**src/hdl/cipher_settings.svh**
```systemverilog
`ifndef CIPHER_SETTINGS_SVH
`define CIPHER_SETTINGS_SVH

// Width of one character code, also used for the shift amount.
// Codes 1 to 26 are the letters, 0 is an empty slot.
`define CIPHER_CHAR_W 5

// Number of character slots in one string.
`define CIPHER_STR_LEN 5

// Letters in the alphabet, the modulus of the shift.
`define CIPHER_ALPHA 26

// Width of a whole packed string.
`define CIPHER_STR_W 25

`endif
```
**src/hdl/cipher_pkg.sv**
```systemverilog
`default_nettype none

`include "cipher_settings.svh"

package cipher_pkg;

	// One character code.
	typedef logic [`CIPHER_CHAR_W-1:0] char_t;

	// Five characters, slot 0 sits in the top bits.
	typedef char_t [0:`CIPHER_STR_LEN-1] str_t;

	// Slot index, wide enough to count past the last slot.
	typedef logic [2:0] slot_t;

	// Direction of the shift.
	typedef enum logic
	{
		op_encode = 1'b0,
		op_decode = 1'b1
	} opcode_t;

	// Output view selection.
	// Only the Caesar code shows the result, the others show the plain string.
	typedef enum logic [1:0]
	{
		method_plain    = 2'b00,
		method_caesar   = 2'b01,
		method_vigenere = 2'b10,
		method_spare    = 2'b11
	} method_t;

	// Run sequencer states.
	typedef enum logic [1:0]
	{
		st_idle  = 2'b00,
		st_run   = 2'b01,
		st_drain = 2'b10
	} seq_state_t;

endpackage

`default_nettype wire

```
**src/hdl/cipher_top.sv**
```systemverilog
`default_nettype none

module cipher_top
(
	input  logic                clock,
	input  logic                resetn,
	input  logic                load,
	input  logic                go,
	input  logic                decode,
	input  cipher_pkg::char_t   char_in,
	input  cipher_pkg::char_t   shift,
	input  cipher_pkg::method_t method,
	output logic                busy,
	output logic                done,
	output cipher_pkg::str_t    string_out
);
	import cipher_pkg::*;

	// Loaded string, the plain view and the run source.
	str_t plain_str;

	// Sequencer to shifter.
	logic issue_valid;
	slot_t issue_slot;
	char_t issue_char;
	opcode_t issue_op;
	char_t issue_amount;

	// Run start pulse to the assembler.
	logic start;

	// Shifter to assembler.
	logic out_valid;
	slot_t out_slot;
	char_t out_char;

	// Character entry.
	string_loader u_loader
	(
		.clock   (clock),
		.resetn  (resetn),
		.load    (load),
		.char_in (char_in),
		.str     (plain_str)
	);

	// Decode role, turns go into a stream of slots.
	cipher_sequencer u_sequencer
	(
		.clock        (clock),
		.resetn       (resetn),
		.go           (go),
		.decode       (decode),
		.shift        (shift),
		.str          (plain_str),
		.busy         (busy),
		.start        (start),
		.issue_valid  (issue_valid),
		.issue_slot   (issue_slot),
		.issue_char   (issue_char),
		.issue_op     (issue_op),
		.issue_amount (issue_amount)
	);

	// Execute role.
	caesar_shift u_shift
	(
		.clock     (clock),
		.resetn    (resetn),
		.in_valid  (issue_valid),
		.in_slot   (issue_slot),
		.in_char   (issue_char),
		.op        (issue_op),
		.amount    (issue_amount),
		.out_valid (out_valid),
		.out_slot  (out_slot),
		.out_char  (out_char)
	);

	// Result role.
	result_assembler u_result
	(
		.clock      (clock),
		.resetn     (resetn),
		.start      (start),
		.wr_valid   (out_valid),
		.wr_slot    (out_slot),
		.wr_char    (out_char),
		.plain      (plain_str),
		.method     (method),
		.done       (done),
		.string_out (string_out)
	);

endmodule

`default_nettype wire

```
**src/hdl/result_assembler.sv**
```systemverilog
`default_nettype none

`include "cipher_settings.svh"

module result_assembler
(
	input  logic                clock,
	input  logic                resetn,
	input  logic                start,
	input  logic                wr_valid,
	input  cipher_pkg::slot_t   wr_slot,
	input  cipher_pkg::char_t   wr_char,
	input  cipher_pkg::str_t    plain,
	input  cipher_pkg::method_t method,
	output logic                done,
	output cipher_pkg::str_t    string_out
);
	import cipher_pkg::*;

	// Slot whose write completes a run.
	localparam slot_t last_slot = slot_t'(`CIPHER_STR_LEN - 1);

	// Cipher result, one slot per shifted character.
	str_t result;

	// Done drops at the start of a run and rises with the last slot.
	always_ff @(posedge clock)
	begin
		if (!resetn)
		begin
			result <= '0;
			done <= 1'b0;
		end
		else
		begin
			if (start)
				done <= 1'b0;
			if (wr_valid)
			begin
				result[wr_slot] <= wr_char;
				if (wr_slot == last_slot)
					done <= 1'b1;
			end
		end
	end

	// Live view select.
	// Vigenere and spare codes fall back to the plain string.
	always_comb
	begin
		if (method == method_caesar)
			string_out = result;
		else
			string_out = plain;
	end

	// Slots from the shifter stay inside the string.
	wr_slot_in_range: assert property (@(posedge clock) disable iff (!resetn)
		wr_valid |-> (wr_slot <= last_slot));

endmodule

`default_nettype wire

```
**src/hdl/caesar_shift.sv**
```systemverilog
`default_nettype none

`include "cipher_settings.svh"

module caesar_shift
(
	input  logic                clock,
	input  logic                resetn,
	input  logic                in_valid,
	input  cipher_pkg::slot_t   in_slot,
	input  cipher_pkg::char_t   in_char,
	input  cipher_pkg::opcode_t op,
	input  cipher_pkg::char_t   amount,
	output logic                out_valid,
	output cipher_pkg::slot_t   out_slot,
	output cipher_pkg::char_t   out_char
);
	import cipher_pkg::*;

	// Alphabet size, one bit wider than a character for the sum.
	localparam logic [5:0] alpha = 6'(`CIPHER_ALPHA);

	// Code of the letter z.
	localparam char_t last_letter = char_t'(`CIPHER_ALPHA);

	logic is_letter;
	logic [5:0] pos;
	logic [5:0] amt;
	logic [5:0] sum;
	logic [5:0] rot;
	char_t shifted;

	// Letters are 1 to 26.
	assign is_letter = (in_char != '0) && (in_char <= last_letter);

	// Zero-based position in the alphabet, and the widened shift.
	assign pos = {1'b0, in_char} - 6'd1;
	assign amt = {1'b0, amount};
	assign sum = pos + amt;

	// Rotate with wraparound, the amount is already below 26.
	always_comb
	begin
		if (op == op_encode)
			rot = (sum >= alpha) ? sum - alpha : sum;
		else
			rot = (pos >= amt) ? pos - amt : pos + alpha - amt;
	end

	// Back to a one-based code, other codes pass through.
	assign shifted = is_letter ? rot[4:0] + 5'd1 : in_char;

	always_ff @(posedge clock)
	begin
		if (!resetn)
			out_valid <= 1'b0;
		else
			out_valid <= in_valid;
	end

	// Result travels with its slot.
	always_ff @(posedge clock)
	begin
		if (in_valid)
		begin
			out_slot <= in_slot;
			out_char <= shifted;
		end
	end

	// A letter in gives a letter out one cycle later.
	letter_kept: assert property (@(posedge clock) disable iff (!resetn)
		(in_valid && is_letter) |=> ((out_char != '0) && (out_char <= last_letter)));

endmodule

`default_nettype wire

```
**src/hdl/cipher_sequencer.sv**
```systemverilog
`default_nettype none

`include "cipher_settings.svh"

module cipher_sequencer
(
	input  logic                clock,
	input  logic                resetn,
	input  logic                go,
	input  logic                decode,
	input  cipher_pkg::char_t   shift,
	input  cipher_pkg::str_t    str,
	output logic                busy,
	output logic                start,
	output logic                issue_valid,
	output cipher_pkg::slot_t   issue_slot,
	output cipher_pkg::char_t   issue_char,
	output cipher_pkg::opcode_t issue_op,
	output cipher_pkg::char_t   issue_amount
);
	import cipher_pkg::*;

	// Index of the final slot of a string.
	localparam slot_t last_slot = slot_t'(`CIPHER_STR_LEN - 1);

	// Alphabet size in character width.
	localparam char_t alpha = char_t'(`CIPHER_ALPHA);

	seq_state_t state;

	// Copy of the string taken when the run starts.
	str_t snap;

	// Shift amount folded into 0 to 25.
	char_t shift_mod;

	// Go is only taken when idle.
	logic go_accept;

	assign go_accept = go && (state == st_idle);

	// A 5-bit shift is at most 31, so one subtraction is enough.
	assign shift_mod = (shift >= alpha) ? shift - alpha : shift;

	// Run control.
	always_ff @(posedge clock)
	begin
		if (!resetn)
		begin
			state <= st_idle;
			issue_slot <= '0;
			start <= 1'b0;
		end
		else
		begin
			// Start pulses for the one cycle after the go edge.
			start <= go_accept;
			case (state)
				st_idle:
				begin
					if (go_accept)
					begin
						state <= st_run;
						issue_slot <= '0;
					end
				end
				st_run:
				begin
					// Step through the slots, then wait one cycle for the shifter.
					if (issue_slot == last_slot)
						state <= st_drain;
					else
						issue_slot <= issue_slot + 1'b1;
				end
				st_drain:
				begin
					state <= st_idle;
					issue_slot <= '0;
				end
				default:
				begin
					state <= st_idle;
				end
			endcase
		end
	end

	// Command decode and snapshot, held for the whole run.
	always_ff @(posedge clock)
	begin
		if (!resetn)
		begin
			snap <= '0;
			issue_op <= op_encode;
			issue_amount <= '0;
		end
		else if (go_accept)
		begin
			snap <= str;
			issue_op <= decode ? op_decode : op_encode;
			issue_amount <= shift_mod;
		end
	end

	assign busy = (state != st_idle);
	assign issue_valid = (state == st_run);
	assign issue_char = snap[issue_slot];

	// The slot counter stays inside the string.
	slot_in_range: assert property (@(posedge clock) disable iff (!resetn)
		issue_slot <= last_slot);

	// A go outside idle leaves the running command untouched.
	go_ignored_busy: assert property (@(posedge clock) disable iff (!resetn)
		(go && (state != st_idle)) |=>
		($stable(snap) && $stable(issue_op) && $stable(issue_amount)));

endmodule

`default_nettype wire

```
**src/hdl/string_loader.sv**
```systemverilog
`default_nettype none

`include "cipher_settings.svh"

module string_loader
(
	input  logic              clock,
	input  logic              resetn,
	input  logic              load,
	input  cipher_pkg::char_t char_in,
	output cipher_pkg::str_t  str
);
	import cipher_pkg::*;

	// Slot count of a full string.
	localparam slot_t full_count = slot_t'(`CIPHER_STR_LEN);

	// Next slot to be written.
	slot_t idx;

	// High while there is still an empty slot.
	logic has_room;

	assign has_room = (idx < full_count);

	// Fill the slots in order on each load strobe.
	// Once all five are filled, further loads are dropped.
	always_ff @(posedge clock)
	begin
		if (!resetn)
		begin
			idx <= '0;
			str <= '0;
		end
		else if (load && has_room)
		begin
			str[idx] <= char_in;
			idx <= idx + 1'b1;
		end
	end

	// The index stops at five and never wraps.
	idx_in_range: assert property (@(posedge clock) disable iff (!resetn)
		idx <= full_count);

endmodule

`default_nettype wire

```
**config.mk**
```make
export PLATFORM = sky130hd
export DESIGN_NAME = cipher_top
export DESIGN_NICKNAME = d
export VERILOG_FILES = /design/src/hdl/cipher_pkg.sv /design/src/hdl/cipher_top.sv /design/src/hdl/result_assembler.sv /design/src/hdl/caesar_shift.sv /design/src/hdl/cipher_sequencer.sv /design/src/hdl/string_loader.sv
export VERILOG_INCLUDE_DIRS = /design/src /design/src/hdl
export SDC_FILE = /design/constraint.sdc
export NUM_CORES = 1
export LEC_CHECK = 0
export ABC_AREA = 1
export BUFFER_PORTS_ARGS = -buffer_cell sky130_fd_sc_hd__buf_2
export CAP_MARGIN = 20
export CELL_PAD_IN_SITES_DETAIL_PLACEMENT = 1
export CELL_PAD_IN_SITES_GLOBAL_PLACEMENT = 1
export CORE_AREA = 3 3 112 114
export DETAILED_ROUTE_END_ITERATION = 10
export DIE_AREA = 0 0 115 117
export GPL_TIMING_DRIVEN = 1
export PLACE_DENSITY = 0.86
export SLEW_MARGIN = 10
export SYNTH_ARGS = -nofsm -noshare
export SYNTH_HDL_FRONTEND = slang
export SYNTH_SLANG_ARGS = --single-unit
```
**constraint.sdc**
```tcl
create_clock -name clock -period 3.92 [get_ports clock]
set_input_delay 0.196 -clock clock [delete_from_list [all_inputs] [get_ports clock]]
set_output_delay 0.196 -clock clock [all_outputs]
set_load 0.05 [all_outputs]
```
# Yosys cells after proc, flatten, opt, wreduce, memory -nomap -nowiden
# Index checks and enable logic that the tools add are counted.
# Widths: inputs -> output; s select.
# classes
muxes	25
n_bitwise	3
reduce_logical	11
add_sub_neg	10
n_eq_ne	8
magnitude_cmp	10
# op_table
op	count
$bwmux 25	2
$mux 5	9
$demux 5 s3	2
$mux 25	1
$bmux 5 s3	1
$ge 4x4->1 const B	3
$not 3->4	3
$sub 5x5->5	2
$sub 5x5->5 const B	2
$pmux 3 s3	1
$lt 4x1->1 const B	2
$add 3x1->3 const B	2
$add 6x5->6	1
$eq 3x3->1 const B	2
$ge 6x5->1	1
$ge 6x5->1 const B	1
$mux 3	2
$sub 5x1->6 const B	1
$add 5x1->5 const B	1
$add 5x5->5 const B	1
$ge 5x5->1 const B	1
$le 5x5->1 const B	1
$logic_and 1x1->1	5
$reduce_bool 5->1	1
13 further kinds	19
# word_totals
register_bits	100
elab_cells	92
inputBits	17
out_inout_bits	27

# Logic depth before layout (Yosys ltp)
# depth
depth_word	11
depth_mapped	29
mapped_depth_nobuf	28

# Modules after synthesis
# A second synthesis with hierarchy kept.
# unflattened
cells_unflattened	826
hier_area_um2	5698.0
# modules_own_cells
module	instances	seq_area_each_um2	area_per_inst_um2	cells_each
cipher_sequencer	1	740.7	1744.2	249
result_assembler	1	520.5	1472.7	241
caesar_shift	1	260.2	1321.3	178
string_loader	1	560.5	1159.9	158

# Least setup slack after synthesis
# Ideal clock, no wire load.
# synth_timing
path_type	register to register
startpoint	reg u_sequencer.issue_slot[0]
endpoint	reg u_shift.out_char[4], data pin
synth_period_minus_slack_ps	3477
stages_incl_launch_ff	28
path_slack_ps	443
path_buffers	1
setup_ps	262
arrival_time_ps	3215
t_required_ps	3658
path_cell_list	dfxtp_1 buf_4 nand2_1 nand3_1 nand3_1 nand2_2 inv_1 ha_1 xor2_1 ha_1 inv_1 nand2_1 nand2_1 a21oi_1 or2_1 nand2_1 inv_1 nand3_2 nand3_2 nand2_1 nand3_1 nand2_1 ha_1 nand3_2 nor2_1 nand2_1 nand3_1 nand2_1
# synth_via
elab_chain_len	11
word_cells_on_any_way	20
cone_classes	7 x add/sub; 3 x order compare; 7 x mux; 1 x bitwise; 2 x reduce/logical
# synth_lines
item	line	rtl
start: declaration	cipher_sequencer.sv:16	output cipher_pkg::slot_t issue_slot,
start signal: assignment	cipher_sequencer.sv:73	issue_slot <= issue_slot + 1'b1;
$not 3->4 (implied by the code) (*)	cipher_sequencer.sv:107	assign issue_char = snap[issue_slot];
$bmux 5 s3 (*)	cipher_sequencer.sv:107	
$mux 5 (implied by the code) (*) (2 in series)	cipher_sequencer.sv:107	
$sub 5x1->6	caesar_shift.sv:37	assign pos = {1'b0, in_char} - 6'd1;
$add 6x5->6 or $add 5x5->5 (tied branches)	caesar_shift.sv:39, caesar_shift.sv:47	
$sub 5x5->5 (tied with other cells)	caesar_shift.sv:45	rot = (sum >= alpha) ? sum - alpha : sum;
$mux 5 (on tied branches)	caesar_shift.sv:45, caesar_shift.sv:47	
$mux 5	caesar_shift.sv:44	if (op == op_encode)
$add 5x1->5	caesar_shift.sv:51	assign shifted = is_letter ? rot[4:0] + 5'd1 : in_char;
$mux 5 (*)	caesar_shift.sv:51	
via u_shift.shifted[4]	caesar_shift.sv:31	char_t shifted;
end signal: assignment	caesar_shift.sv:67	out_char <= shifted;
end: declaration	caesar_shift.sv:16	output cipher_pkg::char_t out_char
# The timed path passes the listed nets; every way through them passes the cells marked *. The select of a mux whose other input is x is not followed.
# A chain may end at the register's enable or synchronous reset.

# Worst setup path in the final report
# Same ends and word-level chain as after synthesis.

==> flow_metrics.env <==
export IMPL_whs_ps=142
export IMPL_cp_arrival_ps=3840
export IMPL_ir_worst_vdd_v=0.000229
export IMPL_intPower_mw=2.06
export IMPL_routabilityCongestion=0.954
export IMPL_final_common_cell="nor2_1"
export IMPL_synth_ff_type="dfxtp_1"
export IMPL_synth_edf_count=8
export IMPL_timing_slew_headroom_pct=30.5
export IMPL_start_kind="flip-flop"
export IMPL_cts_root_buf="clkbuf_16"
export IMPL_final_nets=780
export IMPL_core_um2=11500
export IMPL_busiest_layer="met2"
export IMPL_fin_crit_ps=3750
export IMPL_avgSynthCellArea_um2=7.38
export IMPL_grt_use_total_pct=23.8
export IMPL_dp_cells=862
export IMPL_p_clk_share_pct=26.0
export IMPL_nFillCells=1447
export IMPL_final_cell_mix="nor2_1, o21ai_0, dfxtp_1"
export IMPL_fin_cells=884
export IMPL_area_growth_pct=16.5
export IMPL_dr_pass1_iters=5
export IMPL_seq_area_um2=2090
export IMPL_drt_wirelength_per_cell_um=18.4
export IMPL_insertion_delay_ps=350
export IMPL_die_h_um=117
export IMPL_seq_power_share_pct=35.4
export IMPL_yosys_cell_types_count=36
export IMPL_hpwl_mm=11.2
export IMPL_vias=4801
export IMPL_path_max_fanout=8
export IMPL_drt_iter0_drc=335
export IMPL_ys_ff_latch=100
export IMPL_cts_tree="built"
export IMPL_worstMarginPinSlew_ps=1040
export IMPL_antenna_found_initial=0
export IMPL_maxSlewViolCount=0
export IMPL_outcome="completed"
export IMPL_grt_util_met1_pct=29.6
export IMPL_syn_num_nets=735
export IMPL_ant_nets=0
export IMPL_p_comb_share_pct=38.6
export IMPL_crit_type="flip-flop to flip-flop"
export IMPL_totalWireLength_mm=16.3
export IMPL_worstSetupEndpointType="flip-flop"
export IMPL_dieArea_um2=13500
export IMPL_clockBufferDepth=2
export IMPL_via_per_inst=5.43
export IMPL_numClockSinks=100
export IMPL_p_sw_share_pct=39.6
export IMPL_netlist_instances=691
export IMPL_cap_violations=0
export IMPL_hold_class="input port to flip-flop"
export IMPL_finClkSkew_ps=5.54
export IMPL_grt_util_met2_pct=40.5
export IMPL_power_leakage_nw=2.71
export IMPL_initial_utilization_pct=44.3
export IMPL_async_flop_share_pct=0
export IMPL_synthesis_area_um2=5100
export IMPL_grt_pass1_wl_mm=24.8
export IMPL_grt_overflow=0
export IMPL_met3_usage_pct=4.94
export IMPL_multi_input_area_um2=2780
export IMPL_cts_buffers=9
export IMPL_ys_seq_area_share_pct=40.8
export IMPL_ys_warn_count=0
export IMPL_switching_power_mw=1.35
export IMPL_cts_max_level=3
export IMPL_rows=39
export IMPL_period_share_pct=95.6
export IMPL_hold_viol=0
export IMPL_grt_pass1_vias=4883
export IMPL_critPathRequiredTime_ps=4010
export IMPL_drive_gt1_share_pct=17.1
export IMPL_io_buffer_count=43
export IMPL_chipWidth_um=115
export IMPL_grt_max_degree=83
export IMPL_num_antenna_cells=0
export IMPL_setup_violations=0
export IMPL_drc=0
export IMPL_clk_pin_slew_ps=70
export IMPL_ios=44
export IMPL_powerDensity_nw_per_um2=573
export IMPL_max_freq_mhz=267
## cell type report
cell class                 count  area share (%)
timing repair buffer          54            5.01
sequential                   100            35.2
clock inverter                 6           0.927
multi-input combinational    494            46.8
inverter                      77            5.05
tap                          143            3.01
clock buffer                  10            4.02
## kinds of logic after synthesis
kind of cell | share of synthesized area (%)
simple gates | 24.3
compound gates | 15.5
flops | 40.8
buf+inv | 7.36
fa+ha+maj | 7.21
mux | 3.31
xor+xnor | 1.55
## Yosys cell counts (3+ instances only)
cell	number	area (um^2)
mux2_2	15	169
xor2_1	4	35.0
a21oi_1	45	225
edfxtp_1	8	240
clkbuf_1	18	67.6
dfxtp_1	92	1840
o21ai_0	91	455
nand2_1	80	300
inv_1	73	274
ha_1	23	288
o21bai_1	3	22.5
nand3_1	42	210
xnor2_1	5	43.8
or2_2	3	18.8
nand2_2	5	31.3
a31oi_1	4	25.0
nor2_1	148	556
nand3_2	3	30.0
inv_2	3	11.3
fa_1	4	80.1
## timing repair
item / 4_1_cts / 5_1_grt
buffers inserted: 0 / 6
endpoints found under the setup margin: 4 / 4
gates resized for setup: 7 / 27
pin swaps: 0 / 5
hold buffers: 0 / 0
## sequential cells by signal, indices dropped and copies added (netlist names)
signal	flops
u_sequencer.state	2
u_sequencer.issue_slot	3
u_sequencer.start	1
u_shift.out_valid	1
u_sequencer.issue_amount	5
u_loader.str	25
u_shift.out_slot	3
u_loader.idx	3
u_result.done	1
u_shift.out_char	5
u_sequencer.issue_op	1
u_result.result	25
u_sequencer.snap	25
## stage by stage
step / worst slack (ps) / setup TNS [ps] / utilization (%) / cell area, um^2 / total power [mW]
3_3_place_gp: 91.2 / 0 / 47.3 / 5450 / 2.32
2_1_floorplan: 443 / 0 / - / 5100 / 2.05
4_1_cts: 12.1 / 0 / 50.1 / 5770 / 3.28
5_1_grt: -83.5 / -83.5 / 51.6 / 5940 / 3.62
6_report: 172 / 0 / 51.6 / 5940 / 3.40
3_5_place_dp: -190 / -255 / 47.3 / 5450 / 2.38
## critical path, cell delays in order, from the launching register on
cell and delay (ps):
dfxtp_4 410, buf_4 160, nand2_1 70, nand3_1 90, nand3_1 120, nand2_2 130, inv_1 90, ha_4 190
xor2_2 260, ha_4 260, inv_1 90, nand2_1 60, nand2_1 70, a21oi_1 60, or2_1 230, nand2_2 100
inv_1 90, nand3_4 100, nand3_2 120, nand2_1 80, nand3_1 80, nand2_2 90, ha_2 190, nand3_2 90
nor2_1 100, nand2_1 60, nand3_1 70, nand2_1 50
## per-layer routing
layer / up-vias / wire length [um]
met3: 28 / 594
li1: 2337 / -
met4: 0 / 425
met2: 127 / 8020
met5: - / 0
met1: 2309 / 7250
## power groups by stage
stage          Clock, mW  Sequential, mW  Combinational (mW)
5_1_grt            0.942            1.21                1.47
4_1_cts            0.899            1.20                1.18
2_1_floorplan          0            1.18               0.877
6_report           0.885            1.21                1.31
3_5_place_dp           0            1.22                1.16
3_3_place_gp           0            1.22                1.10
## final timing paths
check                                         start                                  endpoint  slack [ps]  depth (start not counted)
max          u_sequencer.issue_slot[0]$_SDFFE_PN0P_             u_shift.out_char[4]$_DFFE_PP_         170                         27
min                                        shift[1]  u_sequencer.issue_amount[1]$_SDFFE_PN0P_         140                          3
max reg2reg  u_sequencer.issue_slot[0]$_SDFFE_PN0P_             u_shift.out_char[4]$_DFFE_PP_         170                         27
min reg2reg                u_result.done$_SDFF_PN0_                  u_result.done$_SDFF_PN0_         480                          2
Note: power is estimated with default switching activity, not from simulation.
